### src/common/periph_pkg.sv
// Bus widths, the read address map and pad types; both windows must be aligned to their size
package periph_pkg;

	localparam int ADDR_WIDTH = 32;
	localparam int DATA_WIDTH = 32;

	typedef logic [ADDR_WIDTH-1:0] axil_addr_t;
	typedef logic [DATA_WIDTH-1:0] axil_data_t;
	typedef logic [1:0] axil_resp_t;

	// Address map
	localparam axil_addr_t CONT_BASE = 32'h0200_0200;
	localparam int CONT_ADDR_BITS = 2;
	localparam axil_addr_t SCLK_BASE = 32'h0200_0300;
	localparam int SCLK_ADDR_BITS = 8;

	localparam axil_resp_t RESP_OKAY = 2'b00;
	localparam axil_resp_t RESP_DECERR = 2'b11;

	// One tick per 256 cycles of clk_50mhz
	localparam int TICK_DIV_BITS = 9;
	localparam int PAD_BUTTONS = 8;
	localparam int POLL_TICKS = 16;

	// Bit i is the i-th bit shifted out, 1 means pressed
	typedef logic [PAD_BUTTONS-1:0] pad_state_t;

	typedef struct packed {
		pad_state_t pad1;
		pad_state_t pad0;
	} pad_pair_t;

endpackage

### src/common/axil_read_if.sv
// AXI-Lite read channels only; no arprot and no write side
`timescale 1ns/1ps

interface axil_read_if
	import periph_pkg::*;
();
	axil_addr_t araddr;
	logic arvalid;
	logic arready;
	axil_data_t rdata;
	axil_resp_t rresp;
	logic rvalid;
	logic rready;

	modport master (
		output araddr, arvalid, rready,
		input arready, rdata, rresp, rvalid
	);

	modport slave (
		input araddr, arvalid, rready,
		output arready, rdata, rresp, rvalid
	);

endinterface

### src/axil_read_port.sv
// Single-register read slave; the address is not decoded and payload_t must fit DATA_WIDTH
`timescale 1ns/1ps

module axil_read_port
	import periph_pkg::*;
#(
	parameter type payload_t = axil_data_t
) (
	input logic clk_50mhz,
	input logic resetn,
	input payload_t payload,
	axil_read_if.slave bus
);

	logic rvalid_q;
	axil_data_t rdata_q;

	// Ready again only once the held response is taken
	assign bus.arready = !rvalid_q;
	assign bus.rvalid = rvalid_q;
	assign bus.rdata = rdata_q;
	assign bus.rresp = RESP_OKAY;

	always_ff @(posedge clk_50mhz) begin
		if (!resetn)
			rvalid_q <= 1'b0;
		else if (bus.arvalid && !rvalid_q)
			rvalid_q <= 1'b1;
		else if (rvalid_q && bus.rready)
			rvalid_q <= 1'b0;
	end

	// Snapshot at address accept, zero-extended
	always_ff @(posedge clk_50mhz) begin
		if (bus.arvalid && !rvalid_q)
			rdata_q <= axil_data_t'(payload);
	end

endmodule

### src/system_counter.sv
// Cycle count since reset, wraps at 32 bits; every address in the window reads the same value
`timescale 1ns/1ps

module system_counter
	import periph_pkg::*;
(
	input logic clk_50mhz,
	input logic resetn,
	axil_read_if.slave bus
);

	axil_data_t count_q;

	always_ff @(posedge clk_50mhz) begin
		if (!resetn)
			count_q <= '0;
		else
			count_q <= count_q + 1'b1;
	end

	axil_read_port #(
		.payload_t(axil_data_t)
	) u_port (
		.clk_50mhz(clk_50mhz),
		.resetn(resetn),
		.payload(count_q),
		.bus(bus)
	);

endmodule

### src/axil_read_decoder.sv
// Serves one read at a time; addresses outside both windows get DECERR with zero data
`timescale 1ns/1ps

module axil_read_decoder
	import periph_pkg::*;
(
	input logic clk_50mhz,
	input logic resetn,

	input axil_addr_t s_axil_araddr,
	input logic s_axil_arvalid,
	output logic s_axil_arready,
	output axil_data_t s_axil_rdata,
	output axil_resp_t s_axil_rresp,
	output logic s_axil_rvalid,
	input logic s_axil_rready,

	axil_read_if.master cont_bus,
	axil_read_if.master sclk_bus
);

	typedef enum logic [1:0] {
		ST_IDLE,
		ST_FORWARD,
		ST_WAIT_RESP,
		ST_ERROR
	} state_t;

	state_t state_q;
	logic sel_sclk_q;
	axil_addr_t addr_q;

	logic cont_hit;
	logic sclk_hit;
	logic sel_arready;
	logic sel_rvalid;

	assign cont_hit = s_axil_araddr[ADDR_WIDTH-1:CONT_ADDR_BITS]
		== CONT_BASE[ADDR_WIDTH-1:CONT_ADDR_BITS];
	assign sclk_hit = s_axil_araddr[ADDR_WIDTH-1:SCLK_ADDR_BITS]
		== SCLK_BASE[ADDR_WIDTH-1:SCLK_ADDR_BITS];

	assign s_axil_arready = (state_q == ST_IDLE);

	// Address phase towards the chosen slave
	assign cont_bus.araddr = addr_q;
	assign sclk_bus.araddr = addr_q;
	assign cont_bus.arvalid = (state_q == ST_FORWARD) && !sel_sclk_q;
	assign sclk_bus.arvalid = (state_q == ST_FORWARD) && sel_sclk_q;
	assign sel_arready = sel_sclk_q ? sclk_bus.arready : cont_bus.arready;

	// Response path
	assign sel_rvalid = sel_sclk_q ? sclk_bus.rvalid : cont_bus.rvalid;
	assign cont_bus.rready = (state_q == ST_WAIT_RESP) && !sel_sclk_q && s_axil_rready;
	assign sclk_bus.rready = (state_q == ST_WAIT_RESP) && sel_sclk_q && s_axil_rready;

	always_comb begin
		s_axil_rvalid = 1'b0;
		s_axil_rdata = '0;
		s_axil_rresp = RESP_OKAY;
		if (state_q == ST_WAIT_RESP) begin
			s_axil_rvalid = sel_rvalid;
			s_axil_rdata = sel_sclk_q ? sclk_bus.rdata : cont_bus.rdata;
			s_axil_rresp = sel_sclk_q ? sclk_bus.rresp : cont_bus.rresp;
		end else if (state_q == ST_ERROR) begin
			s_axil_rvalid = 1'b1;
			s_axil_rresp = RESP_DECERR;
		end
	end

	always_ff @(posedge clk_50mhz) begin
		if (!resetn) begin
			state_q <= ST_IDLE;
			sel_sclk_q <= 1'b0;
		end else begin
			case (state_q)
				ST_IDLE: begin
					if (s_axil_arvalid) begin
						sel_sclk_q <= sclk_hit;
						state_q <= (cont_hit || sclk_hit) ? ST_FORWARD : ST_ERROR;
					end
				end
				ST_FORWARD: begin
					if (sel_arready)
						state_q <= ST_WAIT_RESP;
				end
				ST_WAIT_RESP: begin
					if (sel_rvalid && s_axil_rready)
						state_q <= ST_IDLE;
				end
				ST_ERROR: begin
					if (s_axil_rready)
						state_q <= ST_IDLE;
				end
				default: state_q <= ST_IDLE;
			endcase
		end
	end

	always_ff @(posedge clk_50mhz) begin
		if (state_q == ST_IDLE && s_axil_arvalid)
			addr_q <= s_axil_araddr;
	end

endmodule

### src/controller/pad_tick_divider.sv
// Tick strobe every 256 cycles of clk_50mhz, first one 256 cycles after reset
`timescale 1ns/1ps

module pad_tick_divider
	import periph_pkg::*;
(
	input logic clk_50mhz,
	input logic resetn,
	output logic tick
);

	logic [TICK_DIV_BITS-1:0] div_q;

	always_ff @(posedge clk_50mhz) begin
		if (!resetn)
			div_q <= '0;
		else
			div_q <= div_q + 1'b1;
	end

	// Last cycle before the top bit toggles
	assign tick = &div_q[TICK_DIV_BITS-2:0];

endmodule

### src/controller/pad_poller.sv
// Polls both NES-style pads in lockstep; pads refresh once per 16-tick frame, data lines active low
`timescale 1ns/1ps

module pad_poller
	import periph_pkg::*;
(
	input logic clk_50mhz,
	input logic resetn,
	input logic tick,
	input logic c1data,
	input logic c2data,
	output logic c1clock,
	output logic c1latch,
	output logic c2clock,
	output logic c2latch,
	output pad_pair_t pads
);

	logic [$clog2(POLL_TICKS)-1:0] step_q;
	logic latch_q;
	logic pclk_q;
	pad_state_t shift0_q;
	pad_state_t shift1_q;

	assign c1latch = latch_q;
	assign c2latch = latch_q;
	assign c1clock = pclk_q;
	assign c2clock = pclk_q;

	always_ff @(posedge clk_50mhz) begin
		if (!resetn) begin
			step_q <= '0;
			latch_q <= 1'b0;
			pclk_q <= 1'b0;
			pads <= '0;
		end else if (tick) begin
			if (step_q == POLL_TICKS - 1)
				step_q <= '0;
			else
				step_q <= step_q + 1'b1;

			if (step_q == 0)
				latch_q <= 1'b1;
			else if (step_q == 1)
				latch_q <= 1'b0;
			else
				// Even steps raise the clock, odd ones drop it
				pclk_q <= !step_q[0];

			// Last bit goes straight into the published value
			if (step_q == POLL_TICKS - 1) begin
				pads.pad0 <= ~{c1data, shift0_q[PAD_BUTTONS-1:1]};
				pads.pad1 <= ~{c2data, shift1_q[PAD_BUTTONS-1:1]};
			end
		end
	end

	// Sample on every odd step, first bit ends up in bit 0
	always_ff @(posedge clk_50mhz) begin
		if (tick && step_q[0]) begin
			shift0_q <= {c1data, shift0_q[PAD_BUTTONS-1:1]};
			shift1_q <= {c2data, shift1_q[PAD_BUTTONS-1:1]};
		end
	end

endmodule

### src/periph_top.sv
// Read-only peripheral block on clk_50mhz; one read in flight, pads polled about every 82 us
`timescale 1ns/1ps

module periph_top
	import periph_pkg::*;
(
	input logic clk_50mhz,
	input logic resetn,

	input axil_addr_t s_axil_araddr,
	input logic s_axil_arvalid,
	output logic s_axil_arready,
	output axil_data_t s_axil_rdata,
	output axil_resp_t s_axil_rresp,
	output logic s_axil_rvalid,
	input logic s_axil_rready,

	output logic c1clock,
	output logic c1latch,
	input logic c1data,
	output logic c2clock,
	output logic c2latch,
	input logic c2data
);

	axil_read_if cont_bus ();
	axil_read_if sclk_bus ();

	logic tick;
	pad_pair_t pads;

	axil_read_decoder u_decoder (
		.clk_50mhz(clk_50mhz),
		.resetn(resetn),
		.s_axil_araddr(s_axil_araddr),
		.s_axil_arvalid(s_axil_arvalid),
		.s_axil_arready(s_axil_arready),
		.s_axil_rdata(s_axil_rdata),
		.s_axil_rresp(s_axil_rresp),
		.s_axil_rvalid(s_axil_rvalid),
		.s_axil_rready(s_axil_rready),
		.cont_bus(cont_bus.master),
		.sclk_bus(sclk_bus.master)
	);

	system_counter u_system_counter (
		.clk_50mhz(clk_50mhz),
		.resetn(resetn),
		.bus(sclk_bus.slave)
	);

	pad_tick_divider u_tick_divider (
		.clk_50mhz(clk_50mhz),
		.resetn(resetn),
		.tick(tick)
	);

	pad_poller u_pad_poller (
		.clk_50mhz(clk_50mhz),
		.resetn(resetn),
		.tick(tick),
		.c1data(c1data),
		.c2data(c2data),
		.c1clock(c1clock),
		.c1latch(c1latch),
		.c2clock(c2clock),
		.c2latch(c2latch),
		.pads(pads)
	);

	// Controller register, pad1 in 15:8 and pad0 in 7:0
	axil_read_port #(
		.payload_t(pad_pair_t)
	) u_cont_port (
		.clk_50mhz(clk_50mhz),
		.resetn(resetn),
		.payload(pads),
		.bus(cont_bus.slave)
	);

endmodule

### config.mk
export PLATFORM = sky130hd
export DESIGN_NAME = periph_top
export DESIGN_NICKNAME = d
export VERILOG_FILES = /design/src/common/periph_pkg.sv /design/src/common/axil_read_if.sv /design/src/axil_read_port.sv /design/src/system_counter.sv /design/src/axil_read_decoder.sv /design/src/controller/pad_tick_divider.sv /design/src/controller/pad_poller.sv /design/src/periph_top.sv
export SDC_FILE = /design/constraint.sdc
export NUM_CORES = 1
export LEC_CHECK = 0
export ABC_AREA = 1
export BUFFER_PORTS_ARGS = -buffer_cell sky130_fd_sc_hd__buf_2
export CAP_MARGIN = 25
export CELL_PAD_IN_SITES_DETAIL_PLACEMENT = 1
export CELL_PAD_IN_SITES_GLOBAL_PLACEMENT = 1
export CORE_MARGIN = 2
export CORE_UTILIZATION = 45
export CTS_CLUSTER_SIZE = 30
export DETAILED_ROUTE_END_ITERATION = 10
export PLACE_DENSITY = 0.93
export SETUP_SLACK_MARGIN = 0.1
export SYNTH_ARGS = -nofsm -noshare
export SYNTH_HDL_FRONTEND = slang
export SYNTH_SLANG_ARGS = --single-unit
### constraint.sdc
create_clock -name clk_50mhz -period 5.78 [get_ports clk_50mhz]
set_input_delay 0.289 -clock clk_50mhz [delete_from_list [all_inputs] [get_ports clk_50mhz]]
set_output_delay 0.289 -clock clk_50mhz [all_outputs]
set_load 0.01 [all_outputs]
* Yosys cells after proc, flatten, opt, wreduce, memory -nomap -nowiden
Cells that the tools add are included.
** Word-level totals
- Bits in registers :: 132
- Word-level logic and storage cells :: 82
** Cells by class
- Add/subtract/negate cells :: 3
- Equal/unequal tests :: 11
- Muxes and demuxes :: 21
- Bitwise gates (word level) :: 4
- Reductions and logical operators :: 28
** Operators with widths (number)
- 2-to-1 mux 32 bit :: 2
- adder 32 x 1 -> 32 bit (second input constant) :: 1
- == test 30 x 24 -> 1 bit (second input constant) :: 1
- == test 24 x 18 -> 1 bit (second input constant) :: 1
- AND reduction 9 bit :: 2
- NOT 8 bit :: 2
- 2-to-1 mux 2 bit :: 7
- logical AND 1 bit :: 12
- 2-to-1 mux 1 bit :: 10
- AND reduction 10 bit :: 1
- adder 9 x 1 -> 9 bit (second input constant) :: 1
- case mux 2 bit (4 select lines) :: 1
- AND reduction 8 bit :: 1
- inequality test 2 bit (second input constant) :: 3
- nonzero test 2 bit :: 3
- adder 4 x 1 -> 4 bit (second input constant) :: 1
- == test 2 bit (second input constant) :: 2
- == test 4 x 1 -> 1 bit (second input constant) :: 1
- == test 4 bit (second input constant) :: 1
- zero test 1 bit :: 4
- zero test 4 bit :: 1
- 2-to-1 mux 4 bit :: 1
- AND reduction 4 bit :: 1
- == test 2 x 1 -> 1 bit (second input constant) :: 1
- other kinds (5) :: 6

* Longest topological paths before layout
- Depth after elaboration :: 6
- Depth in mapped cells :: 9

* By module
A second synthesis with hierarchy kept.
** Unflattened totals
- Cell total of the unflattened synthesis :: 819
- Area, all modules :: 7410.9 um2
** By module, submodules not included
- axil_read_decoder :: instances 1, cells an instance 290, area each 2331.0 um2, seq. area each 1021.0 um2
- system_counter :: instances 1, cells an instance 249, area each 1674.1 um2, seq. area each 640.6 um2
- pad_poller :: instances 1, cells an instance 146, area each 1362.6 um2, seq. area each 860.8 um2
- axil_read_port at u_system_counter.u_port :: instances 1, cells an instance 43, area each 1033.5 um2, seq. area each 980.9 um2
- axil_read_port at u_cont_port :: instances 1, cells an instance 43, area each 673.1 um2, seq. area each 500.5 um2
- pad_tick_divider :: instances 1, cells an instance 48, area each 336.6 um2, seq. area each 160.2 um2

* Worst setup path after synthesis
No wires, ideal clock.
- Kind :: reg2reg
- From :: register u_decoder.state_q[0]
- To :: register u_system_counter.u_port.rdata_q[0] (netlist: u_system_counter.u_port.bus.rdata[0]) (enable)
- Data arrival time :: 2.002 ns
- Path slack :: 3.355 ns
- Cell stages (with the launch flop) :: 5
- Buffers on the path :: 0
- Path through :: dfxtp_1 -> inv_1 -> nor2_1 -> inv_1 -> nor2_1
** Between the ends
- Cells in the longest elaborated chain, start to end :: 3
** RTL lines
- start, declared :: RTL line axil_read_decoder.sv:29 : state_t state_q;
- start signal, assigned :: RTL line axil_read_decoder.sv:80 : state_q <= (cont_hit || sclk_hit) ? ST_FORWARD : ST_ERROR;
- == test 2 x 1 -> 1 bit :: RTL line axil_read_decoder.sv:49 : assign sclk_bus.arvalid = (state_q == ST_FORWARD) && sel_sclk_q;
- logical AND 1 bit :: RTL line axil_read_decoder.sv:49
- logical AND 1 bit :: RTL line axil_read_port.sv:35 : if (bus.arvalid && !rvalid_q)
- end signal, assigned :: RTL line axil_read_port.sv:36 : rdata_q <= axil_data_t'(payload);
- end, declared :: RTL line axil_read_port.sv:16 : axil_data_t rdata_q;
Every way passes these cells.
A chain may end at the register's enable or synchronous reset.

* Worst setup path after layout
- From :: register u_decoder.sel_sclk_q
- To :: output s_axil_rdata[9]
** Between the ends
- Cells in the longest elaborated chain, start to end :: 2
** RTL lines
- start, declared :: RTL line axil_read_decoder.sv:30 : logic sel_sclk_q;
- start signal, assigned :: RTL line axil_read_decoder.sv:79 : sel_sclk_q <= sclk_hit;
- 2-to-1 mux 32 bit :: RTL line axil_read_decoder.sv:63 : s_axil_rdata = sel_sclk_q ? sclk_bus.rdata : cont_bus.rdata;
- 2-to-1 mux 32 bit :: RTL line axil_read_decoder.sv:61 : if (state_q == ST_WAIT_RESP) begin
- end, declared :: RTL line periph_top.sv:13 : output axil_data_t s_axil_rdata,
Every way passes these cells.

==> results by group <==
Route
  – WL met2: 9230 µm
  – Remaining antenna violation count: 0
  – WL met1: 6430 µm
  – First DRT Iteration DRCs: 284
  – Final WL: 17200 µm
  – Met3 wire length: 943 µm
  – Vias per cell: 5.34
  – Iteration count of the initial detailed-routing pass: 5
  – DR vias: 4983
  – Drc violations: 0
  – Routed WL per cell: 18.5 µm
  – Top layer in use: met4

Worst hold path
  – Worst min path class: input pin to register

Synthesis
  – YS warnings: 0
  – Synth Register Bits: 129
  – Synth unique cells: 35
  – Cells after synthesis: 670
  – Mapped Area: 5700 µm²
  – Net count after synthesis: 713
  – Sequential share of the synthesized area: 56.2%
  – Synth Area per Inst: 8.50 µm²

Run status
  – Status: completed

CTS
  – CTS max path bufs: 2
  – Hold_buf cts: 0
  – H-tree Lvls: 4
  – Clk Latency, worst-skew pair: 0.42 ns
  – CTS tree: yes
  – Clock root cell: clkbuf_16
  – Postcts setup bufs: 0
  – TritonCTS Buffers: 17
  – Clock slew at reported path FFs: 0.05 ns
  – CTS sink count: 129
  – Post-CTS Resized: 0

Power
  – Seq pwr share: 46.9%
  – Combinational share of power: 5.1%
  – Int Power: 1.60 mW
  – Overall power: 2.08 mW
  – Clock network fraction of total power: 48.1%
  – Switching portion of total power: 22.8%
  – PD cells: 308 nW/µm²
  – VDD IR-drop max: 241 µV
  – Switching power: 474 µW
  – Leak Pwr: 2.61 nW

Finish
  – Most frequent cells in the layout: 148 x nand2_1, 106 x nor2_1, 82 x inv_1, 75 x buf_2, 67 x dfxtp_1
  – Multi-input gate area: 2060 µm²
  – Most common cell after layout, fill and taps aside: nand2_1
  – Layout area overhead: 18.6%
  – Antenna cells: 0
  – Number of fillers in the final layout: 1503
  – Final #Nets: 792
  – Layout cells sized above 1: 18.8%
  – Finished Layout Cells: 933
  – Reg area: 3200 µm²

Floorplanning
  – Boundary Pins: 78
  – Rows: 41
  – Core outline area: 12500 µm²
  – Initial core utilization: 45.7%
  – Die width: 117 µm
  – Height of the die: 117 µm
  – Die Area: 13600 µm²

Worst setup path
  – Crit path launch type: register
  – Worst reg2reg setup slack: 3.74 ns
  – Worst EP required: 5.49 ns
  – CP Data Arrival Time: 2.42 ns
  – Worst-path maximum fanout: 22
  – Crit-path cells: buf_4 -> or2_1 -> o21ai_1 -> buf_2
  – CP Capture Type: primary output
  – Crit path max-delay cell type: dfxtp_1
  – Delay of the slowest cell on the worst path: 0.66 ns
  – Path type of the worst setup path: register to primary output

Timing
  – Slew @ Worst Pin: 0.792 ns
  – Pins Over Slew Limit: 0
  – Setup TNS: 0 ns
  – Fin. Hold Viols: 0
  – Fmax: 369 MHz
  – Period Utilization, post-route: 46.9%
  – RSZ-0062 raised after global routing: false
  – Relative slew slack: 47.1%
  – Tmin final: 2.71 ns
  – # setup viols final: 0
  – Layout Skew: 0.00887 ns

Global routing
  – Global-route wire length before repair: 27600 µm
  – GR Util All Layers: 27.3%
  – GRT overflow: 0
  – Initial antenna violation count: 0
  – Largest net degree at the start of global routing: 52
  – Via count of the first global-routing pass: 5407

Run
  – Max-Cap Viols: 0

Placed design
  – Count of input and output buffers: 75
  – GP Congestion: 0.833
  – Detail Placement HPWL: 11100 µm
  – Dpl cells: 902
[cell families (layout without fill, tap and decap cells)]
kind of cell | after synthesis | in the layout | share of synthesized area (%)
DFF | 129 | 129 | 56.2
xor gates and xnor gates | 4 | 4 | 0.615
AOI/OAI and AO/OA | 87 | 87 | 8.44
and+or+nand+nor | 339 | 339 | 25.9
buffers and inverters | 106 | 197 | 7.69
adders and majority gates | 5 | 5 | 1.10
[worst max-delay path, delay by kind of cell, from the launching register on]
| family | cells | cell delay (ns) |
|---|---|---|
| DFF | 1 | 0.66 |
| and+or+nand+nor | 1 | 0.60 |
| buffers and inverters | 2 | 0.55 |
| AOI/OAI and AO/OA | 1 | 0.19 |
[per-stage QoR]
stage	hold WS [ns]	setup slack, ns	instance area (µm²)	util, %
after floorplan	0.388	3.36	5700	-
after global placement	0.413	3.67	6210	49.8
after detailed placement	0.424	3.54	6210	49.8
after CTS	0.0468	3.04	6750	54.2
after global routing	0.0548	2.89	6750	54.2
final	0.0628	3.07	6750	54.2
[power by group through the flow]
stage                     logic [mW]  clock network [mW]  registers, mW
final                          0.105               0.998          0.974
after floorplan               0.0632                   0          0.990
after detailed placement       0.103                   0          0.993
after global placement        0.0955                   0          0.991
after global routing           0.117                1.05          0.975
after CTS                      0.106                1.01          0.974
[sequential cells by signal, indices dropped and copies added (netlist names)]
register	flops
u_cont_port.bus.rvalid	1
u_cont_port.bus.rdata	16
u_decoder.state_q	2
u_pad_poller.c1clock	1
u_pad_poller.shift1_q	7
u_pad_poller.shift0_q	7
u_decoder.sel_sclk_q	1
u_system_counter.u_port.bus.rdata	32
u_tick_divider.div_q	8
u_pad_poller.c1latch	1
u_pad_poller.step_q	4
u_system_counter.u_port.bus.rvalid	1
u_pad_poller.pads	16
u_system_counter.count_q	32
[routing by layer]
metal | vias to the layer above | track usage [%]
met1 | 2431 | 29.3
met2 | 189 | 49.9
met3 | 52 | 6.49
met5 | - | 0
met4 | 0 | 13.7
li1 | 2311 | -
[worst paths after layout]
kind	startpoint	to	cells after the start
worst min register to register	u_pad_poller.pads[7]	u_cont_port.bus.rdata[7]	0
worst min-delay path	c2data	u_pad_poller.shift1_q[7]	1
worst max-delay path	u_decoder.sel_sclk_q	s_axil_rdata[9]	4
worst max register to register	u_decoder.sel_sclk_q	u_cont_port.bus.rdata[7]	4
[final cells by class]
class | count | share of cell area (%)
Sequential cell | 129 | 47.4
Clock inverter | 11 | 1.32
Inverter | 87 | 4.85
Timing Repair Buffer | 79 | 6.00
Tap cell | 172 | 3.19
Multi-Input combinational cell | 435 | 30.5
Clock buffer | 20 | 6.76
[cell usage after synthesis]
cell	count	area (µm²)
nor3_1	7	35.0
nor2_2	4	25.0
dfxtp_1	67	1340
nor2_4	1	11.3
edfxtp_1	62	1860
clkinv_1	2	7.51
buf_12	1	20.0
nand4_1	3	18.8
a21oi_2	10	87.6
nor3b_1	2	15.0
buf_2	3	15.0
o21a_1	3	22.5
nand3b_4	1	20.0
xor2_1	2	17.5
clkbuf_1	8	30.0
clkinv_2	1	5.00
nor3_2	1	10.0
ha_1	5	62.6
nand3_1	37	185
nor3_4	1	16.3
nand3b_1	11	82.6
xnor2_1	2	17.5
nand2_2	14	87.6
nand2_1	148	556
o21ai_0	21	105
nor2_1	107	402
a21oi_1	42	210
buf_4	3	22.5
buf_1	3	11.3
inv_1	82	308
inv_2	2	7.51
and3_1	1	6.26
o21ai_1	11	55.1
or2_1	1	6.26
buf_6	1	11.3
(Power assumes the default switching activity.)
